## src/rtl/periph_pkg.sv

```systemverilog
package periph_pkg;

   localparam int NUM_PINS     = 8;
   localparam int TIM_INST_NUM = 2;
   localparam int PWM_INST_NUM = 2;
   // Timers first, then the combined GPIO interrupt
   localparam int NUM_IRQ      = TIM_INST_NUM + 1;
   localparam int MOD_WIDTH    = 8;

   // 256-byte window
   localparam logic [31:0] BASE_ADDR = 32'h1000_0000;

   //////////////////////////////////////////////////////////////////////
   // Register map, byte offsets inside the window
   //////////////////////////////////////////////////////////////////////
   localparam logic [7:0] GPIO_OUT    = 8'h00;
   localparam logic [7:0] GPIO_IN     = 8'h04;
   localparam logic [7:0] GPIO_DIR    = 8'h08;
   localparam logic [7:0] GPIO_SEL    = 8'h0C;
   localparam logic [7:0] GPIO_IRQEN  = 8'h10;
   localparam logic [7:0] GPIO_IRQPOL = 8'h14;
   localparam logic [7:0] GPIO_IRQ    = 8'h18;
   localparam logic [7:0] P_I_EN      = 8'h1C;
   localparam logic [7:0] IRQ_PEND    = 8'h20;

   localparam logic [7:0] TIM_BASE     = 8'h40;
   localparam logic [7:0] TIM_STRIDE   = 8'h20;
   localparam logic [7:0] TIM_CTRL     = 8'h00;
   localparam logic [7:0] TIM_THRESH_L = 8'h04;
   localparam logic [7:0] TIM_THRESH_H = 8'h08;
   localparam logic [7:0] TIM_OUT_L    = 8'h0C;
   localparam logic [7:0] TIM_OUT_H    = 8'h10;

   localparam logic [7:0] PWM_BASE     = 8'h80;
   localparam logic [7:0] PWM_STRIDE   = 8'h10;
   localparam logic [7:0] PWM_EN       = 8'h00;
   localparam logic [7:0] PWM_DIV      = 8'h04;
   localparam logic [7:0] PWM_SETPOINT = 8'h08;
   localparam logic [7:0] PWM_SR       = 8'h0C;

   // Pin mux selections, 2 and 3 reserved
   localparam logic [1:0] SEL_GPIO = 2'd0;
   localparam logic [1:0] SEL_PWM  = 2'd1;

   //////////////////////////////////////////////////////////////////////
   // Config and status bundles
   //////////////////////////////////////////////////////////////////////
   typedef struct packed {
      logic        en;
      logic        clr;
      logic [63:0] thresh;
   } tim_cfg_t;

   typedef struct packed {
      logic [63:0] mtime;
      logic        irq;
   } tim_stat_t;

   typedef struct packed {
      logic                 en;
      logic [7:0]           div;
      logic [MOD_WIDTH-1:0] setpoint;
      logic                 restart;
   } pwm_cfg_t;

   typedef struct packed {
      logic pwm_out;
      logic busy;
      logic wrap;
   } pwm_stat_t;

   typedef struct packed {
      logic [NUM_PINS-1:0]   out;
      logic [NUM_PINS-1:0]   dir;
      logic [2*NUM_PINS-1:0] sel;
      logic [NUM_PINS-1:0]   irqen;
      logic [NUM_PINS-1:0]   irqpol;
      logic [NUM_PINS-1:0]   irq_clr;
   } gpio_cfg_t;

   typedef struct packed {
      logic [NUM_PINS-1:0] sync_in;
      logic [NUM_PINS-1:0] irq;
   } gpio_stat_t;

endpackage

```

## src/rtl/periph_reg_file.sv

```systemverilog
`timescale 1ns/1ps

module periph_reg_file (
   input  logic                                                     i_clk,
   input  logic                                                     i_arst_n,
   input  logic                                                     i_req,
   input  logic                                                     i_we,
   input  logic [31:0]                                              i_addr,
   input  logic [31:0]                                              i_wdata,
   input  logic [3:0]                                               i_be,
   output logic                                                     o_gnt,
   output logic                                                     o_rvalid,
   output logic [31:0]                                              o_rdata,
   output periph_pkg::tim_cfg_t  [periph_pkg::TIM_INST_NUM-1:0]     o_tim_cfg,
   input  periph_pkg::tim_stat_t [periph_pkg::TIM_INST_NUM-1:0]     i_tim_stat,
   output periph_pkg::pwm_cfg_t  [periph_pkg::PWM_INST_NUM-1:0]     o_pwm_cfg,
   input  periph_pkg::pwm_stat_t [periph_pkg::PWM_INST_NUM-1:0]     i_pwm_stat,
   output periph_pkg::gpio_cfg_t                                    o_gpio_cfg,
   input  periph_pkg::gpio_stat_t                                   i_gpio_stat,
   output logic [periph_pkg::NUM_IRQ-1:0]                           o_p_interrupts,
   output logic [periph_pkg::NUM_IRQ-1:0]                           o_p_i_enable
);

   import periph_pkg::*;

   logic                                   sel_win;
   logic [7:0]                             off;
   logic                                   wr;
   logic [31:0]                            bmask;
   logic [31:0]                            rd_data;
   logic [NUM_IRQ-1:0]                     pend;

   logic [NUM_PINS-1:0]                    gpio_out;
   logic [NUM_PINS-1:0]                    gpio_dir;
   logic [2*NUM_PINS-1:0]                  gpio_sel;
   logic [NUM_PINS-1:0]                    gpio_irqen;
   logic [NUM_PINS-1:0]                    gpio_irqpol;
   logic [NUM_PINS-1:0]                    irq_clr;
   logic [NUM_IRQ-1:0]                     p_i_en;

   logic [TIM_INST_NUM-1:0]                tim_en;
   logic [TIM_INST_NUM-1:0]                tim_clr;
   logic [TIM_INST_NUM-1:0][63:0]          tim_thresh;

   logic [PWM_INST_NUM-1:0]                pwm_en;
   logic [PWM_INST_NUM-1:0]                pwm_restart;
   logic [PWM_INST_NUM-1:0][7:0]           pwm_div;
   logic [PWM_INST_NUM-1:0][MOD_WIDTH-1:0] pwm_set;

   // Offset of register sub inside instance idx of a block
   function automatic logic [7:0] reg_off(input logic [7:0] base, input logic [7:0] stride,
                                          input int idx, input logic [7:0] sub);
      return 8'(base + stride * idx) + sub;
   endfunction

   // Byte-enabled update of a 32-bit view
   function automatic logic [31:0] merge(input logic [31:0] cur);
      return (cur & ~bmask) | (i_wdata & bmask);
   endfunction

   assign o_gnt   = i_req;
   assign sel_win = (i_addr[31:8] == BASE_ADDR[31:8]);
   assign off     = i_addr[7:0];
   assign wr      = i_req && i_we && sel_win;
   assign bmask   = {{8{i_be[3]}}, {8{i_be[2]}}, {8{i_be[1]}}, {8{i_be[0]}}};

   //////////////////////////////////////////////////////////////////////
   // Write decode, control state and one-cycle pulses
   //////////////////////////////////////////////////////////////////////
   always_ff @(posedge i_clk or negedge i_arst_n) begin
      if (!i_arst_n) begin
         gpio_out    <= '0;
         gpio_dir    <= '0;
         gpio_sel    <= '0;
         gpio_irqen  <= '0;
         gpio_irqpol <= '0;
         irq_clr     <= '0;
         p_i_en      <= '0;
         tim_en      <= '0;
         tim_clr     <= '0;
         pwm_en      <= '0;
         pwm_restart <= '0;
      end else begin
         irq_clr     <= '0;
         tim_clr     <= '0;
         pwm_restart <= '0;
         if (wr) begin
            case (off)
               GPIO_OUT:    gpio_out    <= NUM_PINS'(merge(32'(gpio_out)));
               GPIO_DIR:    gpio_dir    <= NUM_PINS'(merge(32'(gpio_dir)));
               GPIO_SEL:    gpio_sel    <= (2*NUM_PINS)'(merge(32'(gpio_sel)));
               GPIO_IRQEN:  gpio_irqen  <= NUM_PINS'(merge(32'(gpio_irqen)));
               GPIO_IRQPOL: gpio_irqpol <= NUM_PINS'(merge(32'(gpio_irqpol)));
               GPIO_IRQ:    irq_clr     <= i_wdata[NUM_PINS-1:0] & bmask[NUM_PINS-1:0];
               P_I_EN:      p_i_en      <= NUM_IRQ'(merge(32'(p_i_en)));
               default:     ;
            endcase
            for (int t = 0; t < TIM_INST_NUM; t++) begin
               if (off == reg_off(TIM_BASE, TIM_STRIDE, t, TIM_CTRL)) begin
                  tim_en[t]  <= i_be[0] ? i_wdata[0] : tim_en[t];
                  tim_clr[t] <= 1'b1;
               end
            end
            for (int p = 0; p < PWM_INST_NUM; p++) begin
               if (off == reg_off(PWM_BASE, PWM_STRIDE, p, PWM_EN)) begin
                  pwm_en[p] <= i_be[0] ? i_wdata[0] : pwm_en[p];
               end
               if (off == reg_off(PWM_BASE, PWM_STRIDE, p, PWM_EN) ||
                   off == reg_off(PWM_BASE, PWM_STRIDE, p, PWM_DIV) ||
                   off == reg_off(PWM_BASE, PWM_STRIDE, p, PWM_SETPOINT)) begin
                  pwm_restart[p] <= 1'b1;
               end
            end
         end
      end
   end

   // Thresholds and PWM settings
   always_ff @(posedge i_clk) begin
      if (wr) begin
         for (int t = 0; t < TIM_INST_NUM; t++) begin
            if (off == reg_off(TIM_BASE, TIM_STRIDE, t, TIM_THRESH_L)) begin
               tim_thresh[t][31:0] <= merge(tim_thresh[t][31:0]);
            end
            if (off == reg_off(TIM_BASE, TIM_STRIDE, t, TIM_THRESH_H)) begin
               tim_thresh[t][63:32] <= merge(tim_thresh[t][63:32]);
            end
         end
         for (int p = 0; p < PWM_INST_NUM; p++) begin
            if (off == reg_off(PWM_BASE, PWM_STRIDE, p, PWM_DIV)) begin
               pwm_div[p] <= 8'(merge(32'(pwm_div[p])));
            end
            if (off == reg_off(PWM_BASE, PWM_STRIDE, p, PWM_SETPOINT)) begin
               pwm_set[p] <= MOD_WIDTH'(merge(32'(pwm_set[p])));
            end
         end
      end
   end

   //////////////////////////////////////////////////////////////////////
   // Readback and interrupt gathering
   //////////////////////////////////////////////////////////////////////
   always_comb begin
      for (int t = 0; t < TIM_INST_NUM; t++) begin
         pend[t] = i_tim_stat[t].irq;
      end
      pend[NUM_IRQ-1] = |i_gpio_stat.irq;
   end

   always_comb begin
      case (off)
         GPIO_OUT:    rd_data = 32'(gpio_out);
         GPIO_IN:     rd_data = 32'(i_gpio_stat.sync_in);
         GPIO_DIR:    rd_data = 32'(gpio_dir);
         GPIO_SEL:    rd_data = 32'(gpio_sel);
         GPIO_IRQEN:  rd_data = 32'(gpio_irqen);
         GPIO_IRQPOL: rd_data = 32'(gpio_irqpol);
         GPIO_IRQ:    rd_data = 32'(i_gpio_stat.irq);
         P_I_EN:      rd_data = 32'(p_i_en);
         IRQ_PEND:    rd_data = 32'(pend);
         default:     rd_data = '0;
      endcase
      for (int t = 0; t < TIM_INST_NUM; t++) begin
         if (off == reg_off(TIM_BASE, TIM_STRIDE, t, TIM_CTRL))
            rd_data = 32'(tim_en[t]);
         if (off == reg_off(TIM_BASE, TIM_STRIDE, t, TIM_THRESH_L))
            rd_data = tim_thresh[t][31:0];
         if (off == reg_off(TIM_BASE, TIM_STRIDE, t, TIM_THRESH_H))
            rd_data = tim_thresh[t][63:32];
         if (off == reg_off(TIM_BASE, TIM_STRIDE, t, TIM_OUT_L))
            rd_data = i_tim_stat[t].mtime[31:0];
         if (off == reg_off(TIM_BASE, TIM_STRIDE, t, TIM_OUT_H))
            rd_data = i_tim_stat[t].mtime[63:32];
      end
      for (int p = 0; p < PWM_INST_NUM; p++) begin
         if (off == reg_off(PWM_BASE, PWM_STRIDE, p, PWM_EN))
            rd_data = 32'(pwm_en[p]);
         if (off == reg_off(PWM_BASE, PWM_STRIDE, p, PWM_DIV))
            rd_data = 32'(pwm_div[p]);
         if (off == reg_off(PWM_BASE, PWM_STRIDE, p, PWM_SETPOINT))
            rd_data = 32'(pwm_set[p]);
         if (off == reg_off(PWM_BASE, PWM_STRIDE, p, PWM_SR))
            rd_data = 32'(i_pwm_stat[p]);
      end
      if (!sel_win)
         rd_data = '0;
   end

   // Response one cycle after the grant
   always_ff @(posedge i_clk or negedge i_arst_n) begin
      if (!i_arst_n) begin
         o_rvalid       <= 1'b0;
         o_rdata        <= '0;
         o_p_interrupts <= '0;
      end else begin
         o_rvalid       <= i_req;
         o_rdata        <= (i_req && !i_we) ? rd_data : '0;
         o_p_interrupts <= pend;
      end
   end

   assign o_p_i_enable = p_i_en;

   always_comb begin
      for (int t = 0; t < TIM_INST_NUM; t++) begin
         o_tim_cfg[t].en     = tim_en[t];
         o_tim_cfg[t].clr    = tim_clr[t];
         o_tim_cfg[t].thresh = tim_thresh[t];
      end
      for (int p = 0; p < PWM_INST_NUM; p++) begin
         o_pwm_cfg[p].en       = pwm_en[p];
         o_pwm_cfg[p].div      = pwm_div[p];
         o_pwm_cfg[p].setpoint = pwm_set[p];
         o_pwm_cfg[p].restart  = pwm_restart[p];
      end
      o_gpio_cfg.out     = gpio_out;
      o_gpio_cfg.dir     = gpio_dir;
      o_gpio_cfg.sel     = gpio_sel;
      o_gpio_cfg.irqen   = gpio_irqen;
      o_gpio_cfg.irqpol  = gpio_irqpol;
      o_gpio_cfg.irq_clr = irq_clr;
   end

endmodule

```

## src/rtl/periph_timer.sv

```systemverilog
`timescale 1ns/1ps

module periph_timer (
   input  logic                  i_clk,
   input  logic                  i_arst_n,
   input  periph_pkg::tim_cfg_t  i_cfg,
   output periph_pkg::tim_stat_t o_stat
);

   logic [63:0] mtime;
   logic        irq_q;

   always_ff @(posedge i_clk or negedge i_arst_n) begin
      if (!i_arst_n) begin
         mtime <= '0;
         irq_q <= 1'b0;
      end else begin
         // Clear pulse wins over counting
         if (i_cfg.clr) begin
            mtime <= '0;
         end else if (i_cfg.en) begin
            mtime <= mtime + 64'd1;
         end
         irq_q <= i_cfg.en && (mtime >= i_cfg.thresh);
      end
   end

   assign o_stat.mtime = mtime;
   assign o_stat.irq   = irq_q;

endmodule

```

## src/rtl/peripheral_unit.sv

```systemverilog
`timescale 1ns/1ps

module peripheral_unit (
   input  logic                               i_clk,
   input  logic                               i_arst_n,
   // Core bus
   input  logic                               i_req,
   input  logic                               i_we,
   input  logic [31:0]                        i_addr,
   input  logic [31:0]                        i_wdata,
   input  logic [3:0]                         i_be,
   output logic                               o_gnt,
   output logic                               o_rvalid,
   output logic [31:0]                        o_rdata,
   // Interrupts
   output logic                               o_timer_intr,
   output logic [periph_pkg::NUM_IRQ-1:0]     o_p_interrupts,
   output logic [periph_pkg::NUM_IRQ-1:0]     o_p_i_enable,
   // Pins
   input  logic [periph_pkg::NUM_PINS-1:0]    i_io_in,
   output logic [periph_pkg::NUM_PINS-1:0]    o_io_out,
   output logic [periph_pkg::NUM_PINS-1:0]    o_io_oe_n
);

   import periph_pkg::*;

   tim_cfg_t  [TIM_INST_NUM-1:0] tim_cfg;
   tim_stat_t [TIM_INST_NUM-1:0] tim_stat;
   pwm_cfg_t  [PWM_INST_NUM-1:0] pwm_cfg;
   pwm_stat_t [PWM_INST_NUM-1:0] pwm_stat;
   logic      [PWM_INST_NUM-1:0] pwm_out;
   gpio_cfg_t                    gpio_cfg;
   gpio_stat_t                   gpio_stat;

   periph_reg_file u_reg_file (
      .i_clk          (i_clk),
      .i_arst_n       (i_arst_n),
      .i_req          (i_req),
      .i_we           (i_we),
      .i_addr         (i_addr),
      .i_wdata        (i_wdata),
      .i_be           (i_be),
      .o_gnt          (o_gnt),
      .o_rvalid       (o_rvalid),
      .o_rdata        (o_rdata),
      .o_tim_cfg      (tim_cfg),
      .i_tim_stat     (tim_stat),
      .o_pwm_cfg      (pwm_cfg),
      .i_pwm_stat     (pwm_stat),
      .o_gpio_cfg     (gpio_cfg),
      .i_gpio_stat    (gpio_stat),
      .o_p_interrupts (o_p_interrupts),
      .o_p_i_enable   (o_p_i_enable)
   );

   for (genvar g = 0; g < TIM_INST_NUM; g++) begin : g_timer
      periph_timer u_timer (
         .i_clk    (i_clk),
         .i_arst_n (i_arst_n),
         .i_cfg    (tim_cfg[g]),
         .o_stat   (tim_stat[g])
      );
   end

   for (genvar g = 0; g < PWM_INST_NUM; g++) begin : g_pwm
      pwm_modulator u_pwm (
         .i_clk    (i_clk),
         .i_arst_n (i_arst_n),
         .i_cfg    (pwm_cfg[g]),
         .o_stat   (pwm_stat[g])
      );
      assign pwm_out[g] = pwm_stat[g].pwm_out;
   end

   pin_mux u_pin_mux (
      .i_clk     (i_clk),
      .i_arst_n  (i_arst_n),
      .i_cfg     (gpio_cfg),
      .i_pwm_out (pwm_out),
      .o_stat    (gpio_stat),
      .i_io_in   (i_io_in),
      .o_io_out  (o_io_out),
      .o_io_oe_n (o_io_oe_n)
   );

   // Timer 0 also goes straight to the core
   assign o_timer_intr = tim_stat[0].irq;

endmodule

```

## src/rtl/pin_mux.sv

```systemverilog
`timescale 1ns/1ps

module pin_mux (
   input  logic                                i_clk,
   input  logic                                i_arst_n,
   input  periph_pkg::gpio_cfg_t               i_cfg,
   input  logic [periph_pkg::PWM_INST_NUM-1:0] i_pwm_out,
   output periph_pkg::gpio_stat_t              o_stat,
   input  logic [periph_pkg::NUM_PINS-1:0]     i_io_in,
   output logic [periph_pkg::NUM_PINS-1:0]     o_io_out,
   output logic [periph_pkg::NUM_PINS-1:0]     o_io_oe_n
);

   import periph_pkg::*;

   logic [NUM_PINS-1:0] sync_q1;
   logic [NUM_PINS-1:0] sync_q2;
   logic [NUM_PINS-1:0] prev_q;
   logic [NUM_PINS-1:0] edge_hit;
   logic [NUM_PINS-1:0] irq_q;

   // Output select per pin
   always_comb begin
      for (int k = 0; k < NUM_PINS; k++) begin
         case (i_cfg.sel[2*k +: 2])
            SEL_GPIO: o_io_out[k] = i_cfg.out[k];
            SEL_PWM:  o_io_out[k] = i_pwm_out[k % PWM_INST_NUM];
            default:  o_io_out[k] = 1'b0;
         endcase
      end
   end

   assign o_io_oe_n = ~i_cfg.dir;

   // Rising where irqpol is set, falling elsewhere
   assign edge_hit = i_cfg.irqen &
                     (( i_cfg.irqpol &  sync_q2 & ~prev_q) |
                      (~i_cfg.irqpol & ~sync_q2 &  prev_q));

   always_ff @(posedge i_clk or negedge i_arst_n) begin
      if (!i_arst_n) begin
         sync_q1 <= '0;
         sync_q2 <= '0;
         prev_q  <= '0;
         irq_q   <= '0;
      end else begin
         sync_q1 <= i_io_in;
         sync_q2 <= sync_q1;
         prev_q  <= sync_q2;
         // A new edge beats a clear in the same cycle
         irq_q   <= (irq_q & ~i_cfg.irq_clr) | edge_hit;
      end
   end

   assign o_stat.sync_in = sync_q2;
   assign o_stat.irq     = irq_q;

endmodule

```

## src/rtl/pwm_modulator.sv

```systemverilog
`timescale 1ns/1ps

module pwm_modulator (
   input  logic                  i_clk,
   input  logic                  i_arst_n,
   input  periph_pkg::pwm_cfg_t  i_cfg,
   output periph_pkg::pwm_stat_t o_stat
);

   import periph_pkg::*;

   logic [7:0]           pre_cnt;
   logic [MOD_WIDTH-1:0] mod_cnt;
   logic                 tick;
   logic                 pwm_q;
   logic                 wrap_q;

   // One step of the modulation counter every div+1 cycles
   assign tick = i_cfg.en && (pre_cnt == i_cfg.div);

   always_ff @(posedge i_clk or negedge i_arst_n) begin
      if (!i_arst_n) begin
         pre_cnt <= '0;
         mod_cnt <= '0;
         pwm_q   <= 1'b0;
         wrap_q  <= 1'b0;
      end else begin
         wrap_q <= 1'b0;
         if (i_cfg.restart || !i_cfg.en) begin
            pre_cnt <= '0;
            mod_cnt <= '0;
         end else if (tick) begin
            pre_cnt <= '0;
            mod_cnt <= mod_cnt + 1'b1;
            wrap_q  <= &mod_cnt;
         end else begin
            pre_cnt <= pre_cnt + 8'd1;
         end
         pwm_q <= i_cfg.en && (mod_cnt < i_cfg.setpoint);
      end
   end

   assign o_stat.pwm_out = pwm_q;
   assign o_stat.busy    = i_cfg.en;
   assign o_stat.wrap    = wrap_q;

endmodule

```

## config.mk

```make
export PLATFORM = sky130hd
export DESIGN_NAME = peripheral_unit
export DESIGN_NICKNAME = d
export VERILOG_FILES = /design/src/rtl/periph_pkg.sv /design/src/rtl/periph_reg_file.sv /design/src/rtl/periph_timer.sv /design/src/rtl/peripheral_unit.sv /design/src/rtl/pin_mux.sv /design/src/rtl/pwm_modulator.sv
export SDC_FILE = /design/constraint.sdc
export NUM_CORES = 1
export LEC_CHECK = 0
export ABC_AREA = 1
export BUFFER_PORTS_ARGS = -buffer_cell sky130_fd_sc_hd__buf_2
export CAP_MARGIN = 15
export CELL_PAD_IN_SITES_DETAIL_PLACEMENT = 1
export CELL_PAD_IN_SITES_GLOBAL_PLACEMENT = 2
export CORE_ASPECT_RATIO = 0.5
export CORE_MARGIN = 3
export CORE_UTILIZATION = 38
export CTS_CLUSTER_SIZE = 30
export DETAILED_ROUTE_END_ITERATION = 7
export PLACE_DENSITY = 0.92
export SLEW_MARGIN = 10
export SYNTH_ARGS = -nofsm -noshare
export SYNTH_HDL_FRONTEND = slang
export SYNTH_HIERARCHICAL = 1
export SYNTH_SLANG_ARGS = --single-unit
```

## constraint.sdc

```tcl
create_clock -name i_clk -period 2.1 [get_ports i_clk]
set_input_delay 0.105 -clock i_clk [delete_from_list [all_inputs] [get_ports i_clk]]
set_output_delay 0.105 -clock i_clk [all_outputs]
set_load 0.02 [all_outputs]
```

## After elaboration in Yosys (flattened, before gate mapping)

Index checks and enable logic that the tools add are counted.

| word-level totals | value |
|---|---|
| register bits after elaboration | 461 |
| bits of input ports | 80 |
| output and inout port bits | 57 |
| word-level logic and storage cells | 236 |

| cells by class | value |
|---|---|
| $add $sub $neg | 6 |
| order comparisons | 4 |
| equal/unequal tests | 37 |
| multiplexer cells | 53 |
| bitwise gates (word level) | 44 |
| reduce and logical (&&, ||, !) cells | 52 |

Operators by type and width:

| operator | number |
|---|---|
| $mux W32 | 19 |
| $mux W64 | 4 |
| $and A32 B32 Y32 | 5 |
| $pmux W16 S9 | 1 |
| $add A64 B1 Y64 const B | 2 |
| $ge A64 B64 Y1 | 2 |
| $or A32 B32 Y32 | 4 |
| $and A8 B8 Y8 | 15 |
| $eq A8 B7 Y1 const B | 10 |
| $mux W8 | 10 |
| $or A8 B8 Y8 | 10 |
| $eq A8 B8 Y1 const B | 8 |
| $not A8 Y8 | 5 |
| $add A8 B1 Y8 const B | 4 |
| $eq A8 B5 Y1 const B | 4 |
| $not A32 Y32 | 1 |
| $reduce_and A2 Y1 | 14 |
| $eq A24 B21 Y1 const B | 1 |
| $and A16 B16 Y16 | 1 |
| $eq A2 B1 Y1 const B | 8 |
| $eq A8 B4 Y1 const B | 2 |
| $eq A8 B8 Y1 | 2 |
| $logic_not A2 Y1 | 8 |
| $lt A8 B8 Y1 | 2 |
| 17 further kinds | 54 |

## Logic depth before layout (Yosys ltp)

| logic depth | value |
|---|---|
| word-level depth | 22 |
| mapped depth | 20 |
| mapped depth without buffers | 20 |

## By module

The synthesis kept the hierarchy.

Modules (own cells, without submodules):

| module | times used | cells each | area an instance (um^2) | sequential area each (um^2) |
|---|---|---|---|---|
| periph_reg_file | 1 | 1178 | 11888.9 | 7382.1 |
| periph_timer | 2 | 854 | 5770.5 | 1626.6 |
| pwm_modulator (g_pwm[1].u_pwm) | 1 | 214 | 1446.4 | 450.4 |
| pwm_modulator (g_pwm[0].u_pwm) | 1 | 200 | 1397.6 | 450.4 |
| pin_mux | 1 | 122 | 1188.6 | 800.8 |

## Worst setup path before layout

No wires, ideal clock.

| timing path | value |
|---|---|
| path type | input-to-reg |
| from | input port i_addr[0] |
| to | register (tool-made name) |
| library setup time | 383 ps |
| data arrival time | 1876 ps |
| data required time | 1717 ps |
| slack | -159 ps |
| stages | 9 |
| path buffers | 2 |
| cells stage by stage | inv_1 > nand2_1 > nor2_4 > inv_4 > nor2_2 > buf_2 > buf_2 > inv_1 > nor3_1 |

RTL lines:

| what | RTL line | RTL |
|---|---|---|
| start: declaration | peripheral_unit.sv:9 | `input logic [31:0] i_addr,` |

## Worst setup path after layout

| timing path | value |
|---|---|
| from | register g_timer[1].u_timer.mtime[7] |
| to | register g_timer[1].u_timer.mtime[55] |

| between the ends | value |
|---|---|
| word-level cells in the longest chain between the ends | 3 |

RTL lines:

| what | RTL line | RTL |
|---|---|---|
| start: declaration | periph_timer.sv:10 | `logic [63:0] mtime;` |
| start signal: assignment | periph_timer.sv:22 | `mtime <= mtime + 64'd1;` |
| $add A64 B1 Y64 | periph_timer.sv:22 |  |
| $mux W64 | periph_timer.sv:21 | `end else if (i_cfg.en) begin` |
| $mux W64 | periph_timer.sv:19 | `if (i_cfg.clr) begin` |

No other way between the ends. The select of a mux whose other input is x is not followed.
A chain may end at the register's enable or synchronous reset.

==> results.py <==
metrics = {
    "die": {
        "fp.dieArea_um2": 75700,
        "core_um2": 70300,
        "ios": 137,
        "initial_core_util_pct": 39.1,
        "die_w_um": 386,
        "dieHeight_um": 196,
        "core.rowCount": 68,
    },
    "synth": {
        "synthFlopType": "dfrtp_1",
        "synth.largest_area_cell": "dfrtp_1",
        "yosys-top-cells-count": "nand2_1 (846), inv_1 (502), nor2_1 (327)",
        "ys_ff_latch": 461,
        "synth_warnings": 6,
        "syn_avg_cell_area_um2": 8.03,
        "synth_async_sr_flop_share_pct": 65.3,
        "synth_cells": 3422,
        "yosysUniqueCellTypes": 60,
        "synth_fp_nets": 3650,
        "syn-cell-area_um2": 27500,
        "synth.most_common_cell": "nand2_1",
        "synth_edf_count": 160,
        "synth_top_cell_area_share_pct": 27.4,
        "synth_area_leaders": "dfrtp_1 (27%), edfxtp_1 (17%), nand2_1 (12%)",
        "ys_seq_area_share_pct": 44.9,
    },
    "timing": {
        "min_period_ns": 2.09,
        "hold_ws_ns": 0.0644,
        "slew_violations": 0,
        "rsz0062_at_grt": "yes",
        "fmax_ghz": 0.479,
        "maxSlewHeadroom_pct": 36.3,
        "tightest_slew_ns": 0.952,
        "period_share_pct": 99.5,
        "hold_violations": 0,
        "setup_violations": 0,
        "finalClockSkew_ns": 0.0228,
    },
    "layout": {
        "fin_nets": 4088,
        "num-fill-cells": 8591,
        "drive_above_1_share_pct": 20.0,
        "areaGrowthSynthToFinish_pct": 22.3,
    },
    "worst_setup_path": {
        "path_max_fanout": 5,
        "crit_arrival_ns": 2.63,
        "required_ns": 2.64,
        "endpoint_kind": "flop",
        "crit_type": "reg -> reg",
        "crit_path_start_kind": "flop",
    },
    "place": {
        "dp_hpwl_um": 83500,
        "place.gp.congestion": 0.976,
        "portBuffers": 136,
    },
    "pwr": {
        "p_leak_nw": 16.5,
        "p_per_area_nw_per_um2": 557,
        "power_mw": 18.7,
        "ir_drop_mv": 0.473,
    },
    "grt": {
        "grt_pass1_vias": 27600,
        "busiest_layer": "met2",
        "antenna_found_initial": 1,
        "gr-usage-met1_pct": 38.4,
        "grt_max_degree": 79,
        "grtUsageMet2_pct": 45.9,
        "grt_pass1_wl_um": 164000,
        "grt_usage_pct": 28.1,
        "overflow": 0,
        "grtUsageMet3_pct": 4.20,
    },
    "detailed_routing": {
        "drt_first_pass_iters": 5,
        "ant_nets": 0,
        "drc": 0,
        "drt_iter0_drc": 2027,
        "drt-total-wl_um": 107000,
        "via_per_inst": 5.42,
        "vias": 26200,
        "wire_per_inst_um": 22.2,
    },
    "clock_tree": {
        "clock_sinks": 461,
        "cts_made_buffers": 46,
        "clk_pin_slew_worst_paths_ns": 0.07,
        "clockBufferDepth": 3,
        "cts_tree": "done",
        "cts-htree-levels": 2,
        "cts-root-buf": "clkbuf_16",
        "clk_latency_ns": 0.62,
    },
    "status": {
        "status": "completed",
    },
    "run": {
        "maxCapViolCount": 0,
    },
    "worst_hold_path": {
        "hold_class": "in -> reg",
    },
}
-- worst max-delay path, cell delays in order, from the launching register on --
cell     delay, ns
dfrtp_1       0.47
nand2_1       0.13
nor3_2        0.27
nand3_1       0.24
nor3_1        0.40
nand4_1       0.22
nand2_1       0.11
nand2_1       0.06
nor2_1        0.13
-- path summary, 6_finish.rpt --
check                                            startpoint                      endpoint  slack (ns)  cells past startpoint
worst min-delay path                                i_be[0]          u_reg_file/pwm_en[0]        0.06                      4
worst min register to register         u_pin_mux/sync_q1[3]          u_pin_mux/sync_q2[3]        0.35                      0
min in group asynchronous                          i_arst_n          u_pin_mux/sync_q1[5]        0.13                      3
max in group asynchronous                          i_arst_n         u_reg_file/o_rdata[7]        0.63                      3
worst max-delay path            g_timer[1].u_timer/mtime[7]  g_timer[1].u_timer/mtime[55]        0.01                      8
worst max register to register  g_timer[1].u_timer/mtime[7]  g_timer[1].u_timer/mtime[55]        0.01                      8
-- repair_timing --
action	in CTS	in global routing
gates cloned	0	0
setup buffers	0	21
gates resized for setup	17	92
setup endpoints to repair	9	46
pin swaps	0	29
hold buffers	46	0
endpoints found under the hold margin	483	0
-- cell families after synthesis --
kind of cell | share of synthesized area, %
and+or+nand+nor | 29.2
buffers and inverters | 8.93
AOI/OAI and AO/OA | 9.38
DFF | 44.9
adders and majority gates | 6.74
xor gates and xnor gates | 0.478
muxes | 0.328
-- per-stage QoR --
step / cells / setup slack [ns] / util, % / instance area (um^2) / setup TNS [ns]
2_1_floorplan: 3422 / -0.159 / - / 27500 / -2.55
3_3_place_gp: 4690 / -0.546 / 44.2 / 31100 / -3.82
3_5_place_dp: 4690 / -0.580 / 44.2 / 31100 / -17.38
4_1_cts: 4822 / -0.112 / 47.2 / 33100 / -0.112
5_1_grt: 4844 / -0.107 / 47.8 / 33600 / -0.230
6_report: 4844 / 0.0107 / 47.8 / 33600 / 0
-- report_power, final --
part,internal (mW),switching (mW)
Clock,4.87,3.91
Combinational,0.182,0.395
Sequential,9.33,0.0180
-- final cells by class --
type,instances,area (um^2),share of cell area [%]
clock inverters,21,158,0.469
diodes,1,2.50,0.00745
multi-input cells,2346,13000,38.6
flip-flops and latches,461,12400,36.8
well taps,945,1180,3.52
inverters,548,2070,6.16
clock buffers,65,1390,4.13
repair buffers,457,3440,10.2
-- layer usage --
layer / share of wire (%) / wire length, um
met1: 45 / 47800
met2: 46 / 49700
met3: 5.9 / 6330
met4: 3.2 / 3470
met5: 0 / 0
-- cell usage in the layout, fill, tap and decap left out, types with 78 or more instances in the layout --
master	instances
a21oi_1	179
buf_2	135
buf_4	257
dfrtp_1	278
edfxtp_1	160
ha_1	148
inv_1	501
nand2_1	829
nand3_1	151
nand4_1	91
nor2_1	305
nor3_1	78
o21ai_0	164
No activity file was read; power rests on OpenSTA's default activity.
